### config.mk
export PLATFORM = sky130hd
export DESIGN_NAME = reuleaux
export DESIGN_NICKNAME = d
export VERILOG_FILES = /design/src/common/geom_pkg.sv /design/src/common/vga_pkg.sv /design/src/reuleaux/reuleaux.sv /design/src/reuleaux/reuleaux_fsm.sv /design/src/circle/circle.sv /design/src/verilog/fillscreen.sv
export SDC_FILE = /design/constraint.sdc
export NUM_CORES = 1
export LEC_CHECK = 0
export ABC_AREA = 1
export BUFFER_PORTS_ARGS = -buffer_cell sky130_fd_sc_hd__clkbuf_2
export CAP_MARGIN = 10
export CELL_PAD_IN_SITES_DETAIL_PLACEMENT = 1
export CELL_PAD_IN_SITES_GLOBAL_PLACEMENT = 2
export CORE_ASPECT_RATIO = 1.4
export CORE_MARGIN = 2
export CORE_UTILIZATION = 38
export DETAILED_ROUTE_END_ITERATION = 8
export GPL_TIMING_DRIVEN = 1
export PLACE_DENSITY_LB_ADDON = 0.1
export SKIP_LAST_GASP = 1
export SLEW_MARGIN = 10
export SYNTH_ARGS = -nofsm -noshare
export SYNTH_HDL_FRONTEND = slang
export SYNTH_SLANG_ARGS = --single-unit
### constraint.sdc
create_clock -name clk -period 5.9 [get_ports clk]
set_clock_uncertainty 0.15 [all_clocks]
set_input_delay 0.295 -clock clk [delete_from_list [all_inputs] [get_ports clk]]
set_output_delay 0.295 -clock clk [all_outputs]
set_load 0.01 [all_outputs]
### src/common/geom_pkg.sv
package geom_pkg;

    // Signed coordinates for corners and circle points that may leave the screen
    typedef logic signed [8:0] sx_t;
    typedef logic signed [7:0] sy_t;

    // Fraction bits of the fixed-point constants
    localparam int FRAC_BITS = 12;

    // sqrt(3)/6 and sqrt(3)/3 scaled by 2**FRAC_BITS
    localparam int SQRT3_DIV6 = 1182;
    localparam int SQRT3_DIV3 = 2365;

    // Diameter times a constant before the fraction is dropped
    typedef logic signed [FRAC_BITS+8:0] prod_t;

endpackage

### src/common/vga_pkg.sv
package vga_pkg;

    // Screen column, wide enough for any column of a 160 pixel line
    typedef logic [7:0] x_t;

    // Screen row
    typedef logic [6:0] y_t;

    // 3-bit RGB pixel colour
    typedef logic [2:0] colour_t;

    // Colour written by the clear pass
    localparam colour_t COLOUR_BLACK = 3'b000;

endpackage
### src/reuleaux/reuleaux.sv
`timescale 1ns/1ps

// Reuleaux triangle drawer on a pixel-write port
module reuleaux #(
    parameter int SCREEN_W = 160,
    parameter int SCREEN_H = 120
) (
    input  logic             clk,
    input  logic             rst_n,
    input  vga_pkg::colour_t colour,
    input  vga_pkg::x_t      centre_x,
    input  vga_pkg::y_t      centre_y,
    input  vga_pkg::x_t      diameter,
    input  logic             start,
    output logic             done,
    output vga_pkg::x_t      vga_x,
    output vga_pkg::y_t      vga_y,
    output vga_pkg::colour_t vga_colour,
    output logic             vga_plot
);

    // Sequencer controls
    logic       fill_start;
    logic       fill_done;
    logic       load_corners;
    logic       circle_start;
    logic       circle_done;
    logic       draw_arcs;
    logic [1:0] arc_sel;

    // Fill stream
    vga_pkg::x_t fill_x;
    vga_pkg::y_t fill_y;
    logic        fill_plot;

    // Circle stream
    vga_pkg::x_t circ_x;
    vga_pkg::y_t circ_y;
    logic        circ_plot;

    // Corner arithmetic
    geom_pkg::sx_t   cx_s;
    geom_pkg::sy_t   cy_s;
    geom_pkg::sx_t   d_s;
    geom_pkg::sx_t   half_d;
    geom_pkg::prod_t prod_side;
    geom_pkg::prod_t prod_top;
    geom_pkg::sx_t   x1_c;
    geom_pkg::sx_t   x2_c;
    geom_pkg::sx_t   x3_c;
    geom_pkg::sy_t   y12_c;
    geom_pkg::sy_t   y3_c;

    // Held corners, corners 1 and 2 share a row
    geom_pkg::sx_t x1_r;
    geom_pkg::sx_t x2_r;
    geom_pkg::sx_t x3_r;
    geom_pkg::sy_t y12_r;
    geom_pkg::sy_t y3_r;
    geom_pkg::sx_t radius_r;

    // Active circle and arc filter
    geom_pkg::sx_t sel_cx;
    geom_pkg::sy_t sel_cy;
    geom_pkg::sx_t arc_x;
    geom_pkg::sy_t arc_y;
    logic          arc_ok;

    reuleaux_fsm u_fsm (
        .clk          (clk),
        .rst_n        (rst_n),
        .start        (start),
        .fill_done    (fill_done),
        .circle_done  (circle_done),
        .done         (done),
        .fill_start   (fill_start),
        .load_corners (load_corners),
        .circle_start (circle_start),
        .draw_arcs    (draw_arcs),
        .arc_sel      (arc_sel)
    );

    fillscreen #(
        .SCREEN_W (SCREEN_W),
        .SCREEN_H (SCREEN_H)
    ) u_fillscreen (
        .clk      (clk),
        .rst_n    (rst_n),
        .start    (fill_start),
        .done     (fill_done),
        .vga_x    (fill_x),
        .vga_y    (fill_y),
        .vga_plot (fill_plot)
    );

    // Centre and diameter are unsigned on the port
    assign cx_s   = {1'b0, centre_x};
    assign cy_s   = {1'b0, centre_y};
    assign d_s    = {1'b0, diameter};
    assign half_d = d_s >>> 1;

    assign prod_side = geom_pkg::prod_t'(d_s) * geom_pkg::prod_t'(geom_pkg::SQRT3_DIV6);
    assign prod_top  = geom_pkg::prod_t'(d_s) * geom_pkg::prod_t'(geom_pkg::SQRT3_DIV3);

    assign x1_c  = cx_s + half_d;
    assign x2_c  = cx_s - half_d;
    assign x3_c  = cx_s;
    assign y12_c = cy_s + geom_pkg::sy_t'(prod_side >>> geom_pkg::FRAC_BITS);
    assign y3_c  = cy_s - geom_pkg::sy_t'(prod_top >>> geom_pkg::FRAC_BITS);

    always_ff @(posedge clk) begin
        if (load_corners) begin
            x1_r     <= x1_c;
            x2_r     <= x2_c;
            x3_r     <= x3_c;
            y12_r    <= y12_c;
            y3_r     <= y3_c;
            radius_r <= d_s;
        end
    end

    always_comb begin
        case (arc_sel)
            2'd0:    begin sel_cx = x1_r; sel_cy = y12_r; end
            2'd1:    begin sel_cx = x2_r; sel_cy = y12_r; end
            default: begin sel_cx = x3_r; sel_cy = y3_r;  end
        endcase
    end

    circle #(
        .SCREEN_W (SCREEN_W),
        .SCREEN_H (SCREEN_H)
    ) u_circle (
        .clk      (clk),
        .rst_n    (rst_n),
        .start    (circle_start),
        .centre_x (sel_cx),
        .centre_y (sel_cy),
        .radius   (radius_r),
        .done     (circle_done),
        .vga_x    (circ_x),
        .vga_y    (circ_y),
        .vga_plot (circ_plot)
    );

    assign arc_x = {1'b0, circ_x};
    assign arc_y = {1'b0, circ_y};

    // Each circle keeps only the arc facing the opposite side
    always_comb begin
        case (arc_sel)
            2'd0:    arc_ok = (arc_x >= x2_r) && (arc_x <= x3_r) && (arc_y <= y12_r);
            2'd1:    arc_ok = (arc_x >= x3_r) && (arc_x <= x1_r) && (arc_y <= y12_r);
            default: arc_ok = (arc_x >= x2_r) && (arc_x <= x1_r) && (arc_y >= y12_r);
        endcase
    end

    assign vga_x      = draw_arcs ? circ_x : fill_x;
    assign vga_y      = draw_arcs ? circ_y : fill_y;
    assign vga_plot   = draw_arcs ? (circ_plot && arc_ok) : fill_plot;
    assign vga_colour = draw_arcs ? colour : vga_pkg::COLOUR_BLACK;

    // Only one pixel source may be active at a time
    a_one_source: assert property (
        @(posedge clk) disable iff (!rst_n)
        !(fill_plot && circ_plot)
    );

endmodule

### src/reuleaux/reuleaux_fsm.sv
`timescale 1ns/1ps

// Clear, corner load and three arc passes in order
module reuleaux_fsm (
    input  logic       clk,
    input  logic       rst_n,
    input  logic       start,
    input  logic       fill_done,
    input  logic       circle_done,
    output logic       done,
    output logic       fill_start,
    output logic       load_corners,
    output logic       circle_start,
    output logic       draw_arcs,
    output logic [1:0] arc_sel
);

    typedef enum logic [3:0] {
        S_IDLE,
        S_CLEAR,
        S_LOAD,
        S_ARC1,
        S_ARC1_GAP,
        S_ARC2,
        S_ARC2_GAP,
        S_ARC3,
        S_FINISHED
    } state_t;

    state_t state;

    always_ff @(posedge clk) begin
        if (!rst_n) begin
            state <= S_IDLE;
        end else if (!start) begin
            // Dropping start abandons any pass and releases done
            state <= S_IDLE;
        end else begin
            case (state)
                S_IDLE:     state <= S_CLEAR;
                S_CLEAR:    if (fill_done) state <= S_LOAD;
                S_LOAD:     state <= S_ARC1;
                S_ARC1:     if (circle_done) state <= S_ARC1_GAP;
                S_ARC1_GAP: state <= S_ARC2;
                S_ARC2:     if (circle_done) state <= S_ARC2_GAP;
                S_ARC2_GAP: state <= S_ARC3;
                S_ARC3:     if (circle_done) state <= S_FINISHED;
                default:    state <= S_FINISHED;
            endcase
        end
    end

    assign done         = (state == S_FINISHED);
    assign fill_start   = (state == S_CLEAR);
    assign load_corners = (state == S_LOAD);
    assign circle_start = (state == S_ARC1) || (state == S_ARC2) || (state == S_ARC3);

    // Gap states count as arc time so the mux holds the circle path
    assign draw_arcs = (state == S_ARC1) || (state == S_ARC1_GAP) ||
                       (state == S_ARC2) || (state == S_ARC2_GAP) ||
                       (state == S_ARC3);

    always_comb begin
        case (state)
            S_ARC2, S_ARC2_GAP: arc_sel = 2'd1;
            S_ARC3:             arc_sel = 2'd2;
            default:            arc_sel = 2'd0;
        endcase
    end

    a_load_not_with_circle: assert property (
        @(posedge clk) disable iff (!rst_n)
        !(load_corners && circle_start)
    );

endmodule

### src/circle/circle.sv
`timescale 1ns/1ps

// Midpoint circle rasteriser, one octant point per cycle
module circle #(
    parameter int SCREEN_W = 160,
    parameter int SCREEN_H = 120
) (
    input  logic          clk,
    input  logic          rst_n,
    input  logic          start,
    input  geom_pkg::sx_t centre_x,
    input  geom_pkg::sy_t centre_y,
    input  geom_pkg::sx_t radius,
    output logic          done,
    output vga_pkg::x_t   vga_x,
    output vga_pkg::y_t   vga_y,
    output logic          vga_plot
);

    typedef enum logic [3:0] {
        S_IDLE,
        S_OCT1,
        S_OCT2,
        S_OCT3,
        S_OCT4,
        S_OCT5,
        S_OCT6,
        S_OCT7,
        S_OCT8,
        S_STEP,
        S_DONE
    } state_t;

    state_t state;

    geom_pkg::sx_t      offset_x;
    geom_pkg::sx_t      offset_y;
    logic signed [10:0] crit;

    // Values after one midpoint step
    geom_pkg::sx_t      step_ox;
    geom_pkg::sx_t      step_oy;
    logic signed [10:0] step_crit;

    // Current point, wide enough for centre plus radius either way
    logic signed [9:0] cx_w;
    logic signed [9:0] cy_w;
    logic signed [9:0] ox_w;
    logic signed [9:0] oy_w;
    logic signed [9:0] pt_x;
    logic signed [9:0] pt_y;
    logic              in_octant;
    logic              on_screen;

    always_comb begin
        step_oy = offset_y + 1;
        if (crit <= 0) begin
            step_ox   = offset_x;
            step_crit = crit + 2 * step_oy + 1;
        end else begin
            step_ox   = offset_x - 1;
            step_crit = crit + 2 * (step_oy - step_ox) + 1;
        end
    end

    always_ff @(posedge clk) begin
        if (!rst_n) begin
            state <= S_IDLE;
        end else if (!start) begin
            state <= S_IDLE;
        end else begin
            case (state)
                S_IDLE: state <= S_OCT1;
                S_OCT1: state <= S_OCT2;
                S_OCT2: state <= S_OCT3;
                S_OCT3: state <= S_OCT4;
                S_OCT4: state <= S_OCT5;
                S_OCT5: state <= S_OCT6;
                S_OCT6: state <= S_OCT7;
                S_OCT7: state <= S_OCT8;
                S_OCT8: state <= S_STEP;
                S_STEP: state <= (step_oy <= step_ox) ? S_OCT1 : S_DONE;
                default: state <= S_DONE;
            endcase
        end
    end

    always_ff @(posedge clk) begin
        if (state == S_IDLE) begin
            offset_x <= radius;
            offset_y <= '0;
            crit     <= 1 - radius;
        end else if (state == S_STEP) begin
            offset_x <= step_ox;
            offset_y <= step_oy;
            crit     <= step_crit;
        end
    end

    assign cx_w = {centre_x[8], centre_x};
    assign cy_w = {{2{centre_y[7]}}, centre_y};
    assign ox_w = {offset_x[8], offset_x};
    assign oy_w = {offset_y[8], offset_y};

    always_comb begin
        in_octant = 1'b1;
        case (state)
            S_OCT1: begin pt_x = cx_w + ox_w; pt_y = cy_w + oy_w; end
            S_OCT2: begin pt_x = cx_w + oy_w; pt_y = cy_w + ox_w; end
            S_OCT3: begin pt_x = cx_w - ox_w; pt_y = cy_w + oy_w; end
            S_OCT4: begin pt_x = cx_w - oy_w; pt_y = cy_w + ox_w; end
            S_OCT5: begin pt_x = cx_w - ox_w; pt_y = cy_w - oy_w; end
            S_OCT6: begin pt_x = cx_w - oy_w; pt_y = cy_w - ox_w; end
            S_OCT7: begin pt_x = cx_w + ox_w; pt_y = cy_w - oy_w; end
            S_OCT8: begin pt_x = cx_w + oy_w; pt_y = cy_w - ox_w; end
            default: begin
                pt_x      = cx_w;
                pt_y      = cy_w;
                in_octant = 1'b0;
            end
        endcase
    end

    // Off-screen points are dropped here
    assign on_screen = (pt_x >= 0) && (pt_x < SCREEN_W) && (pt_y >= 0) && (pt_y < SCREEN_H);

    assign vga_plot = in_octant && on_screen;
    assign vga_x    = pt_x[7:0];
    assign vga_y    = pt_y[6:0];
    assign done     = (state == S_DONE);

    a_plot_on_screen: assert property (
        @(posedge clk) disable iff (!rst_n)
        vga_plot |-> (vga_x < SCREEN_W) && (vga_y < SCREEN_H)
    );

endmodule

### src/verilog/fillscreen.sv
`timescale 1ns/1ps

// Column-major sweep over the whole screen at one pixel per cycle
module fillscreen #(
    parameter int SCREEN_W = 160,
    parameter int SCREEN_H = 120
) (
    input  logic        clk,
    input  logic        rst_n,
    input  logic        start,
    output logic        done,
    output vga_pkg::x_t vga_x,
    output vga_pkg::y_t vga_y,
    output logic        vga_plot
);

    localparam vga_pkg::x_t LAST_X = vga_pkg::x_t'(SCREEN_W - 1);
    localparam vga_pkg::y_t LAST_Y = vga_pkg::y_t'(SCREEN_H - 1);

    vga_pkg::x_t x_cnt;
    vga_pkg::y_t y_cnt;
    logic        done_r;

    always_ff @(posedge clk) begin
        if (!rst_n) begin
            x_cnt  <= '0;
            y_cnt  <= '0;
            done_r <= 1'b0;
        end else if (!start) begin
            // Rearm for the next request
            x_cnt  <= '0;
            y_cnt  <= '0;
            done_r <= 1'b0;
        end else if (!done_r) begin
            if (y_cnt == LAST_Y) begin
                y_cnt <= '0;
                if (x_cnt == LAST_X) begin
                    x_cnt  <= '0;
                    done_r <= 1'b1;
                end else begin
                    x_cnt <= x_cnt + 1'b1;
                end
            end else begin
                y_cnt <= y_cnt + 1'b1;
            end
        end
    end

    // Plot in every cycle of the sweep until the last pixel is out
    assign vga_plot = start && !done_r;
    assign vga_x    = x_cnt;
    assign vga_y    = y_cnt;
    assign done     = done_r;

    a_plot_on_screen: assert property (
        @(posedge clk) disable iff (!rst_n)
        vga_plot |-> (vga_x < SCREEN_W) && (vga_y < SCREEN_H)
    );

endmodule

**After elaboration in Yosys (flattened, before gate mapping)**

Cells that the tools add are included.
Widths: inputs -> output; s select.

- Bits in registers: 103
- Input bits: 29
- Word-level logic and storage cells: 145

- Add/sub/neg operators: 22
- Multipliers: 2
- Order comparisons: 12
- Eq/ne operators: 25
- Multiplexer cells: 29
- Bitwise logic cells: 1
- Reduce and logical (&&, ||, !) cells: 39

Operators by type and width:

| operator | number |
|---|---|
| $pmux 10 s4 | 2 |
| $pmux 4 s10 | 1 |
| $mux 11 | 3 |
| $eq 4x3->1 const B | 8 |
| $mux 8 | 4 |
| $pmux 4 s8 | 1 |
| $sub 9x9->10 | 3 |
| $add 11x2->11 const B | 2 |
| $add 8x9->10 | 2 |
| $add 9x9->10 | 2 |
| $ge 10x1->1 const B | 2 |
| $mul 8x12->20 const B | 1 |
| $mux 4 | 5 |
| $reduce_or 2->1 | 10 |
| $sub 8x9->10 | 2 |
| $le 9x9->1 | 2 |
| $mul 8x10->18 const B | 1 |
| $mux 9 | 2 |
| $pmux 9 s2 | 1 |
| $eq 4x2->1 const B | 4 |
| $eq 4x4->1 const B | 4 |
| $ge 8x8->1 | 2 |
| $le 8x8->1 | 2 |
| $mux 7 | 2 |
| 34 further kinds | 62 |

**Logic depth before layout (Yosys ltp)**

Gate-level depths: netlist of run 1.

- Depth after elaboration: 14
- Mapped depth: 32

**Modules after synthesis**

From an unflattened synthesis of run 1, not the netlist that was laid out.

- Cell total of the unflattened synthesis: 1812
- Area total of the unflattened synthesis: 12834.8 um^2

Modules (own cells, without submodules):

| module | times used | cells an instance | area each (um^2) | sequential area each (um^2) |
|---|---|---|---|---|
| reuleaux | 1 | 768 | 6247.2 | 1471.4 |
| circle | 1 | 881 | 5459.0 | 860.8 |
| fillscreen | 1 | 116 | 834.6 | 320.3 |
| reuleaux_fsm | 1 | 47 | 294.0 | 80.1 |

**Worst setup path after synthesis of run 1**

No wires, ideal clock.

- Path type: input -> register
- Start point: input diameter[5]
- End point: register y3_r[7] (data pin)
- Setup time: 259 ps
- Data arrival time: 4817 ps
- Required time: 5491 ps
- Setup slack: 673 ps
- Stages on the path: 24
- Path buffers: 0
- Cells stage by stage: fa_1 inv_1 fa_1 inv_1 fa_1 fa_1 ha_1 inv_1 o21bai_1 a21oi_1 o21bai_1 a21boi_0 xor2_1 ha_1 a21oi_1 nand2_1 a21oi_1 nor2_1 nor2_1 inv_1 a21oi_1 inv_1 a21oi_1 xnor2_1

- Word-level cells in the longest chain between the ends: 2

RTL lines:

| element | RTL line | RTL |
|---|---|---|
| start: declaration | reuleaux.sv:13 | `input vga_pkg::x_t diameter,` |
| $mul 8x12->20 | reuleaux.sv:103 | `assign prod_top = geom_pkg::prod_t'(d_s) * geom_pkg::prod_t'(geom_pkg::SQRT3_DIV3);` |
| $sub 8x8->8 | reuleaux.sv:109 | `assign y3_c = cy_s - geom_pkg::sy_t'(prod_top >>> geom_pkg::FRAC_BITS);` |
| named net y3_c[7] | reuleaux.sv:52 | `geom_pkg::sy_t y3_c;` |
| end signal: assignment | reuleaux.sv:117 | `y3_r <= y3_c;` |
| end: declaration | reuleaux.sv:59 | `geom_pkg::sy_t y3_r;` |

The timed path passes the listed nets, and every way through them passes these cells.
A chain may end at the register's enable or synchronous reset.

**Final worst setup path of run 1**

- Start point: register u_fsm.state[0]
- End point: output vga_plot

- Word-level cells in the longest chain between the ends: 14

RTL lines:

| element | RTL line | RTL |
|---|---|---|
| start: declaration | reuleaux_fsm.sv:30 | `state_t state;` |
| start signal: assignment | reuleaux_fsm.sv:34 | `state <= S_IDLE;` |
| start signal: assignment | reuleaux_fsm.sv:37 | `state <= S_IDLE;` |
| start signal: assignment | reuleaux_fsm.sv:40 | `S_IDLE: state <= S_CLEAR;` |
| branches (longest 13 deep; another with $add 9x9->10) | - |  |
| $mux 1 * | reuleaux.sv:160 | `assign vga_plot = draw_arcs ? (circ_plot && arc_ok) : fill_plot;` |
| end: declaration | reuleaux.sv:19 | `output logic vga_plot` |

Mark *: on every way between the ends.

==> flow_metrics.tcl, run 1 <==
set metrics [dict create \
    n_antenna_cell 0 \
    hp-class "in -> reg" \
    relSlewSlack_pct 38.3 \
    start_kind "flop" \
    tritoncts "done" \
    worstMarginPinSlew_ns 0.922 \
    multi_input_area_um2 7500 \
    cts_setup_buffers 0 \
    routed-wl-met2_mm 18.6 \
    synth-edff-count 69 \
    grt_pass1_wl_mm 54.6 \
    fmax_mhz 181 \
    setup_violations 0 \
    grt-ovfl-total 0 \
    route.top_layer_used "met4" \
    hold_violations 0 \
    vdd_drop_max_mv 0.196 \
    initial_core_util_pct 38.5 \
    rr_worst_depth 26 \
    worstReg2RegStart "u_circle.offset_x[1]" \
    drive_above_1_share_pct 8.72 \
    routed-wl-met3_um 584 \
    area_growth_pct 11.2 \
    dieArea_um2 30900 \
    yosys-top-cells-area "ha_1 20%, edfxtp_1 18%, inv_1 8.2%" \
    rows 74 \
    cpPeakStageDelay_ns 0.44 \
    synth_top_cell_by_area "ha_1" \
    r2r_slack_ns 1.47 \
    synth_warnings 0 \
    via_per_inst 5.19 \
    leakage_nw 6.01 \
    ys.flop_type "edfxtp_1" \
    yosys_register_bits 102 \
    clockBufferDepth 2 \
    synth-async-reset-ratio_pct 0 \
    drtIter0Drc 322 \
    critPathBufInv 5 \
    vias 9890 \
    finalPower_mw 2.63 \
    crit_path_start "u_fsm.state[0]" \
    r2r_end "u_circle.crit[10]" \
    grt_max_degree 50 \
    drt_first_pass_iters 4 \
    fin_hold_ws_ns 0.0242 \
    grt_setup_unrepaired "no" \
    critPathKind "reg -> out" \
    crit_required_ns 5.45 \
    powerDensity_nw_per_um2 211 \
    endpoint_kind "output port" \
    port_buffers 48 \
    gp_congestion 0.863 \
    critical_path_arrival_ns 5.08 \
    wl_per_cell_um 17.8 \
    final_nets 1761 \
    critPathMostFrequentCell "nand2_1" \
    netlist_area_um2 11200 \
    coreArea_um2 29200 \
    antenna_found_initial 0 \
    die_w_um 149 \
    crit_end "vga_plot" \
    grtUsageTotal_pct 22.7 \
    synth_area_per_cell_um2 7.77 \
    synthesis.nets 1685 \
    status "completed" \
    yosysMostFrequentCell "inv_1" \
    nFillCells 3647 \
    ys_seq_area_share_pct 24.4 \
    grt_pass1_vias 10600 \
    cp.depth 26 \
    timing.final.crit_share_pct 93.6 \
    cp_top_family "compound AO/OA/AOI/OAI gates" \
    drc 0 \
    place_hpwl_mm 29.0 \
    ctsHtreeMaxLevel 3 \
    slowest_stage "dfxtp_1" \
    worstPathMaxFanout 7 \
    final.min_clock_period_ns 5.52 \
    clkTransAtPathRegs_ns 0.09 \
    ioPinCount 49 \
    synth.distinct_cells 46 \
    final-seq-area_um2 2730 \
    clockRootBuffer "clkbuf_16" \
    cap_violations 0 \
    tns_ns 0 \
    routed_wl_mm 33.9 \
    ant_nets 0 \
    clk_latency_ns 0.39 \
    m1WireLength_mm 13.6 \
    synth_commonest_cells "244 x inv_1, 238 x nand2_1, 177 x ha_1" \
    min_path_cells 1 \
    synth.top_cell.area_share_pct 19.7 \
    synthCells 1444 \
    maxSlewViolCount 0 \
    die_h_um 207 \
    cts_sinks 102 \
    cts-buffers-inserted 9 \
]
==> cell usage in the layout, fill, tap and decap left out, types with 3 or more instances in the layout <==
cell / instances
nor3_1: 25
a21oi_1: 109
or2_2: 4
a211oi_1: 8
o21bai_1: 15
buf_4: 31
clkbuf_2: 48
o21a_1: 5
o31ai_1: 5
a221oi_1: 4
clkbuf_16: 10
nand2_4: 8
o221ai_1: 3
o2111ai_1: 4
xnor2_1: 24
inv_2: 5
inv_1: 243
nand3_2: 4
xor2_1: 62
nand2_1: 238
dlygate4sd3_1: 4
nand3_1: 29
nor2_2: 4
nor2_1: 112
o21ai_0: 112
nand2_2: 4
dfxtp_1: 33
o21ai_1: 5
ha_1: 177
nor4_1: 8
edfxtp_1: 69
o22ai_1: 21
a31oi_1: 10
nand4_1: 16
fa_1: 35
a22oi_1: 3
==> routing by layer <==
| metal | GRT usage (%) | vias up |
|---|---|---|
| li1 | - | 5007 |
| met1 | 24.5 | 4732 |
| met2 | 44.4 | 97 |
| met3 | 2.35 | 54 |
| met4 | 8.90 | 0 |
| met5 | 0 | - |
==> final cells by class <==
cell class,instances,area share (%)
multi-input cells,1075,60.1
flip-flops and latches,102,21.9
inverters,249,7.51
repair buffers,83,4.11
well taps,380,3.81
clock buffers,10,2.01
clock inverters,6,0.522
==> cell families (layout without fill, tap and decap cells) <==
kind of cell	count (synthesis)	in the layout	synth area share [%]
AND/OR/NAND/NOR	461	461	18.0
AO/OA/AOI/OAI	315	315	15.9
buffers and inverters	267	348	9.02
adder cells (fa/ha/maj)	212	212	26.0
flip-flops	102	102	24.4
XOR/XNOR	86	86	6.71
multiplexers	1	1	0.0892
==> per-stage QoR <==
step | setup WS, ns | area (um^2) | instances | utilization [%]
floorplan | 0.673 | 11200 | 1444 | -
finish | 0.376 | 12500 | 1905 | 42.8
detailed placement | 0.102 | 12100 | 1885 | 41.5
global route | 0.00813 | 12500 | 1905 | 42.8
CTS | 0.109 | 12500 | 1905 | 42.7
global placement | 0.222 | 12100 | 1885 | 41.5
==> report_power, final <==
group	switching (mW)	internal, mW	total [mW]	leakage (nW)
combinational	0.663	0.461	1.12	4.94
sequential	0.0163	0.838	0.854	0.918
clock	0.328	0.328	0.656	0.156
==> flip-flops by register name, indices dropped and copies added (netlist names), 9 cells and up <==
name	count
u_circle.crit	11
x2_r	9
u_circle.offset_x	9
u_circle.offset_y	9
==> worst min path at each step <==
| stage | startpoint | endpoint | slack, ns |
|---|---|---|---|
| 3_5_place_dp | u_fillscreen.vga_y[1] | u_fillscreen.vga_y[1] | 0.35 |
| 4_1_cts | centre_x[3] | x3_r[3] | 0.004 |
| 6_report | centre_x[3] | x3_r[3] | 0.02 |
| 3_3_place_gp | u_fillscreen.vga_y[6] | u_fillscreen.vga_y[6] | 0.34 |
| 5_1_grt | centre_x[3] | x3_r[3] | 0.01 |
| 2_1_floorplan | diameter[0] | radius_r[0] | 0.24 |
==> timing repair <==
item,CTS,global route
endpoints found under the setup margin,0,1
resized for setup,0,9
hold buffers,4,0
hold endpoints to repair,4,0
No activity file was read; power rests on OpenSTA's default activity.
==> run 2, diff against run 1 <==
--- a/config.mk
+++ b/config.mk
@@ -5,14 +5,13 @@
 export SDC_FILE = /design/constraint.sdc
 export NUM_CORES = 1
 export LEC_CHECK = 0
-export ABC_AREA = 1
 export BUFFER_PORTS_ARGS = -buffer_cell sky130_fd_sc_hd__clkbuf_2
 export CAP_MARGIN = 10
 export CELL_PAD_IN_SITES_DETAIL_PLACEMENT = 1
 export CELL_PAD_IN_SITES_GLOBAL_PLACEMENT = 2
 export CORE_ASPECT_RATIO = 1.4
 export CORE_MARGIN = 2
-export CORE_UTILIZATION = 38
+export CORE_UTILIZATION = 43
 export DETAILED_ROUTE_END_ITERATION = 8
 export GPL_TIMING_DRIVEN = 1
 export PLACE_DENSITY_LB_ADDON = 0.1
==> constraint.sdc (replaced) <==
create_clock -name clk -period 6.5 [get_ports clk]
set_clock_uncertainty 0.15 [all_clocks]
set_input_delay 0.325 -clock clk [delete_from_list [all_inputs] [get_ports clk]]
set_output_delay 0.325 -clock clk [all_outputs]
set_load 0.01 [all_outputs]
==> run 2 against run 1 <==
Compared with the run above:
- cell count down 2.4%
- wire length up 8.2%
- clock power decreased by 4.6%
- sequential cell count stayed put
- final area is 6.6% higher
- total power fell by 9.8%
- largest power group unchanged
- largest cell class unchanged
==> flow_metrics.tcl, run 2 <==
set metrics [dict create \
    grt-ovfl-total 0 \
    grtUsageTotal_pct 26.0 \
    fmax_mhz 161 \
    r2r_end "u_circle.crit[9]" \
    clk_latency_ns 0.38 \
    ant_nets 0 \
    ys.flop_type "edfxtp_1" \
    critPathMostFrequentCell "a21oi_1" \
    synth_commonest_cells "177 x ha_1, 133 x inv_1, 130 x nand2_1" \
    clkPwrFrac_pct 26.4 \
    maxSlewViolCount 0 \
    design_area_um2 13300 \
    wl_per_cell_um 19.7 \
    final.min_clock_period_ns 6.20 \
    final_util_pct 48.4 \
    pwr-share-comb_pct 41.6 \
    ctsHtreeMaxLevel 3 \
    synthCells 1430 \
    grt_pass1_wl_mm 58.5 \
    yosys_register_bits 102 \
    switchingPower_mw 0.867 \
    ys_seq_area_share_pct 23.0 \
    largest_reg_flops 11 \
    place_hpwl_mm 30.2 \
    powerDensity_nw_per_um2 179 \
    grt_pass1_vias 11300 \
    status "completed" \
    final_cells 1860 \
    tritoncts "done" \
    synth-async-reset-ratio_pct 0 \
    hp-class "in -> reg" \
    layout_common_cells "175 x ha_1, 133 x inv_1, 130 x nand2_1, 116 x nor2_1, 107 x a21oi_1" \
    synth_warnings 0 \
    die_w_um 145 \
    clockRootBuffer "clkbuf_16" \
    vdd_drop_max_mv 0.195 \
    power_frac_seq_pct 32.0 \
    setup_violations 0 \
    final_common_cell "ha_1" \
    cpPeakStageDelay_ns 0.56 \
    synthesis.nets 1671 \
    routed_wl_mm 36.7 \
    relSlewSlack_pct 36.4 \
    swShare_pct 36.5 \
    area_growth_pct 11.7 \
    hold_violations 0 \
    synth_top_cell_by_area "ha_1" \
    intPower_mw 1.51 \
    tns_ns 0 \
    worstReg2RegStart "u_circle.offset_y[0]" \
    start_kind "flop" \
    slowest_stage "or3b_2" \
    critical_path_arrival_ns 5.73 \
    yosys-top-cells-area "ha_1 19%, edfxtp_1 17%, fa_1 5.9%" \
    synth_area_per_cell_um2 8.32 \
    initial_core_util_pct 43.3 \
    endpoint_kind "output port" \
    n_antenna_cell 0 \
    setup_slack_ns 0.300 \
    synth-edff-count 69 \
    placed_area_um2 12700 \
    leakage_nw 5.98 \
    crit_required_ns 6.02 \
    coreArea_um2 27500 \
    largest-register "u_circle.crit" \
    cp_top_family "compound AO/OA/AOI/OAI gates" \
    drtIter0Drc 344 \
    ioPinCount 49 \
    clkTransAtPathRegs_ns 0.09 \
    rr_worst_depth 17 \
    gp_congestion 0.861 \
    drive_above_1_share_pct 11.7 \
    yosysMostFrequentCell "ha_1" \
    drc 0 \
    cts_sinks 102 \
    dieArea_um2 29000 \
    critPathBufInv 2 \
    final_nets 1726 \
    netlist_area_um2 11900 \
    synth.top_cell.area_share_pct 18.6 \
    via_per_inst 5.61 \
    worstMarginPinSlew_ns 0.953 \
    antenna_found_initial 0 \
    worstPathMaxFanout 9 \
    die_h_um 201 \
    clockBufferDepth 2 \
    r2r_slack_ns 2.31 \
    cp.depth 24 \
    port_buffers 48 \
    cts-hold-fix-buffers 0 \
    place_worst_setup_slack_ns 0.143 \
    finalPower_mw 2.37 \
    crit_path_start "u_circle.state[1]" \
    synth.distinct_cells 76 \
    cap_violations 0 \
    placed_cells 1835 \
    crit_chain "or3b_2 > a21oi_2 > buf_4 > a21o_1 > a21oi_1 > o31ai_1 > a22oi_1 > ha_1 > o21a_1 > o31ai_2 > a21oi_1 > a211o_1 > a21oi_2 > ha_1 > or2_1 > a211oi_1 > a21oi_1 > nor2b_1 > nor2b_1 > or4b_1 > a311o_1 > o31a_1 > a22oi_2 > clkbuf_2" \
    rows 72 \
    crit_end "vga_plot" \
    grt_max_degree 50 \
    fin_hold_ws_ns 0.0308 \
    cts-buffers-inserted 9 \
    vias 10400 \
    critPathKind "reg -> out" \
    drt_first_pass_iters 4 \
    timing.final.crit_share_pct 95.4 \
    nFillCells 3365 \
]
run 2: cell types whose count changed in the layout (fill, tap and decap cells not counted), sizes merged, moves of 19 or more:
| cell | before | now |
|---|---|---|
| xnor2 | 24 | 62 |
| nand2 | 250 | 130 |
| a21o | 2 | 25 |
| nor2b | 0 | 24 |
| inv | 254 | 137 |
| buf | 31 | 55 |
| o21ai | 117 | 85 |
| nand2b | 0 | 19 |
run 2: cell families (layout without fill, tap and decap cells):
family                     count (synthesis)  count (layout)  share of synthesized area (%)
and+or+nand+nor                          432             432                           17.4
AOI/OAI and AO/OA                        355             355                           18.7
adders and majority gates                212             212                           24.5
buffers and inverters                    194             254                           6.17
xor gates and xnor gates                 113             113                           8.31
DFF                                      102             102                           23.0
muxes                                     22              22                           1.96
run 2: power by group through the flow:
stage	registers, mW	clock network, mW	logic, mW
final	0.761	0.626	0.987
after global routing	0.762	0.662	1.15
after CTS	0.761	0.640	1.00
after detailed placement	0.777	0	0.998
after global placement	0.775	0	0.964
after floorplan	0.771	0	0.728
run 2: worst min-delay path by stage:
stage,from,to,slack [ns],cells past startpoint
4_1_cts,centre_x[0],x3_r[0],0.02,1
6_report,centre_x[0],x3_r[0],0.03,1
3_3_place_gp,u_fillscreen.vga_x[1],u_fillscreen.vga_x[1],0.38,2
2_1_floorplan,diameter[0],radius_r[0],0.27,0
3_5_place_dp,u_fillscreen.vga_x[1],u_fillscreen.vga_x[1],0.40,2
5_1_grt,centre_x[0],x3_r[0],0.02,1
run 2: cell type report:
| cell class | instances | area [um^2] | share of cell area, % |
|---|---|---|---|
| Multi-Input combinational cell | 1134 | 8580 | 64.5 |
| Tap cell | 370 | 463 | 3.48 |
| Clock buffer | 12 | 300 | 2.26 |
| Sequential cell | 102 | 2750 | 20.6 |
| Clock inverter | 4 | 38.8 | 0.292 |
| Timing Repair Buffer | 103 | 661 | 4.97 |
| Inverter | 135 | 512 | 3.85 |
run 2: what timing repair did:
action	in CTS	in global routing
buffers inserted	0	9
resized for setup	6	38
setup endpoints to repair	1	1
pin swaps	0	5
run 2: layer usage:
layer	track usage, %	vias to the layer above	routed length (um)
li1	-	5145	-
met1	28.1	5105	14700
met2	49.2	109	19700
met3	2.98	73	534
met4	12.2	0	1750
met5	0	-	0
==> run 3, diff against run 2 <==
==> constraint.sdc (replaced) <==
create_clock -name clk -period 7.3 [get_ports clk]
set_clock_uncertainty 0.15 [all_clocks]
set_input_delay 0.365 -clock clk [delete_from_list [all_inputs] [get_ports clk]]
set_output_delay 0.365 -clock clk [all_outputs]
set_load 0.01 [all_outputs]
==> run 3 against run 2 <==
Compared with the run above:
- sequential share of layout area up 0.55 points
- register-to-register slack better by 0.62 ns
- sequential power down 11%
- utilization down 1.4 points
- cell count down 1.7%
- first-iteration DRC count up 7.0%
- total power down 13%
- clock-buffer cell count down 1
- critical path depth up 1
- hold slack better by 0.031 ns
- wire length down 2.9%
- combinational power down 13%
- critical path type unchanged
==> flow_metrics.tcl, run 3 (synthesis results as in run 2) <==
set metrics [dict create \
    layout_common_cells "177 x ha_1, 133 x inv_1, 130 x nand2_1, 117 x nor2_1, 111 x a21oi_1" \
    timing.final.crit_share_pct 93.7 \
    ant_nets 0 \
    drtIter0Drc 368 \
    rows 72 \
    place_worst_setup_slack_ns 0.541 \
    area_growth_pct 8.42 \
    r2r_end "u_circle.crit[10]" \
    fmax_mhz 146 \
    antenna_found_initial 0 \
    crit_end "vga_plot" \
    start_kind "flop" \
    worstReg2RegStart "u_circle.offset_x[0]" \
    clk_latency_ns 0.38 \
    nFillCells 3319 \
    vdd_drop_max_mv 0.151 \
    via_per_inst 5.65 \
    tritoncts "done" \
    ioPinCount 49 \
    grt_max_degree 50 \
    hold_violations 0 \
    finalPower_mw 2.07 \
    grtUsageTotal_pct 25.5 \
    place_hpwl_mm 29.6 \
    ctsHtreeMaxLevel 3 \
    clockBufferDepth 2 \
    setup_violations 0 \
    wl_per_cell_um 19.5 \
    routed_wl_mm 35.6 \
    worstPathMaxFanout 14 \
    final_common_cell "ha_1" \
    final.min_clock_period_ns 6.84 \
    n_antenna_cell 0 \
    cap_violations 0 \
    cts-hold-fix-buffers 0 \
    die_w_um 145 \
    drc 0 \
    critical_path_arrival_ns 6.32 \
    rr_worst_depth 14 \
    grt_pass1_wl_mm 57.7 \
    grt_setup_unrepaired "no" \
    final_util_pct 47.0 \
    critPathKind "reg -> out" \
    min_path_cells 1 \
    leakage_nw 5.78 \
    initial_core_util_pct 43.3 \
    powerDensity_nw_per_um2 161 \
    gp_congestion 0.896 \
    r2r_slack_ns 2.93 \
    crit_path_start "u_circle.state[2]" \
    die_h_um 201 \
    hp-class "in -> reg" \
    largest_reg_flops 11 \
    largest-register "u_circle.crit" \
    coreArea_um2 27500 \
    cts_sinks 102 \
    grt_pass1_vias 11200 \
    grt-ovfl-total 0 \
    endpoint_kind "output port" \
    vias 10300 \
    worstMarginPinSlew_ns 0.949 \
    final_nets 1694 \
    dieArea_um2 29000 \
    drt_first_pass_iters 5 \
    setup_slack_ns 0.461 \
    status "completed" \
    cts_resized 0 \
    cts-buffers-inserted 9 \
    relSlewSlack_pct 36.7 \
    port_buffers 48 \
    clkTransAtPathRegs_ns 0.08 \
    cts_setup_buffers 0 \
    maxSlewViolCount 0 \
    drive_above_1_share_pct 7.96 \
    clockRootBuffer "clkbuf_16" \
    crit_required_ns 6.78 \
    tns_ns 0 \
]
## run 3: layer usage
metal	vias up	routed length (um)	part of all wire [%]	global-route usage [%]
met4	0	1850	5.2	12.2
met2	145	18800	53	47.5
met5	-	0	0	0
met1	5024	14300	40	28.4
met3	74	614	1.7	2.60
li1	5091	-	-	-
## run 3: per-stage QoR
stage          std cells  hold slack (ns)  area [um^2]
2_1_floorplan       1430            0.314        11900
3_3_place_gp        1812            0.370        12600
3_5_place_dp        1812            0.394        12600
4_1_cts             1828           0.0481        12900
5_1_grt             1828           0.0503        12900
6_report            1828           0.0623        12900
## run 3: power breakdown
part           switching (mW)  internal (mW)  leakage, nW  total (mW)
Combinational           0.494          0.369         4.71       0.863
Clock                   0.250          0.281        0.153       0.531
Sequential             0.0117          0.668        0.916       0.679
Total                   0.756           1.32         5.78        2.07
## run 3: area by class of cell
cell class,count,area (um^2),share of cell area [%]
multi-input combinational,1134,8480,65.7
clock buffer,11,243,1.88
sequential,102,2730,21.2
tap,370,463,3.59
timing repair buffer,71,413,3.20
inverter,135,512,3.97
clock inverter,5,65.1,0.504
## run 3: how the worst min path moves through the flow
| stage | start | endpoint |
|---|---|---|
| finish | centre_x[0] | x3_r[0] |
| global route | centre_x[0] | x3_r[0] |
| CTS | centre_x[0] | x3_r[0] |
| detailed placement | u_fillscreen.vga_x[1] | u_fillscreen.vga_x[1] |
| global placement | u_fillscreen.vga_x[1] | u_fillscreen.vga_x[1] |
| floorplan | diameter[0] | radius_r[0] |
## run 3: critical path, stage by stage (launching register included)
cell and delay (ns):
dfxtp_1 0.60, buf_4 0.28, xor2_1 0.28, nor2_1 0.18, a222oi_1 0.38, o21ai_0 0.27, ha_1 0.36, a211oi_1 0.29
o21ai_0 0.15, a21o_1 0.29, nand4_1 0.12, and3_1 0.20, xnor2_1 0.15, nor2_1 0.08, nor2_1 0.28, ha_1 0.19
nand4_1 0.14, a21oi_1 0.15, a211oi_1 0.07, o21ai_0 0.10, a22oi_1 0.12, or4b_1 0.49, a311o_1 0.33, o31a_1 0.13
a22oi_2 0.15, clkbuf_2 0.16
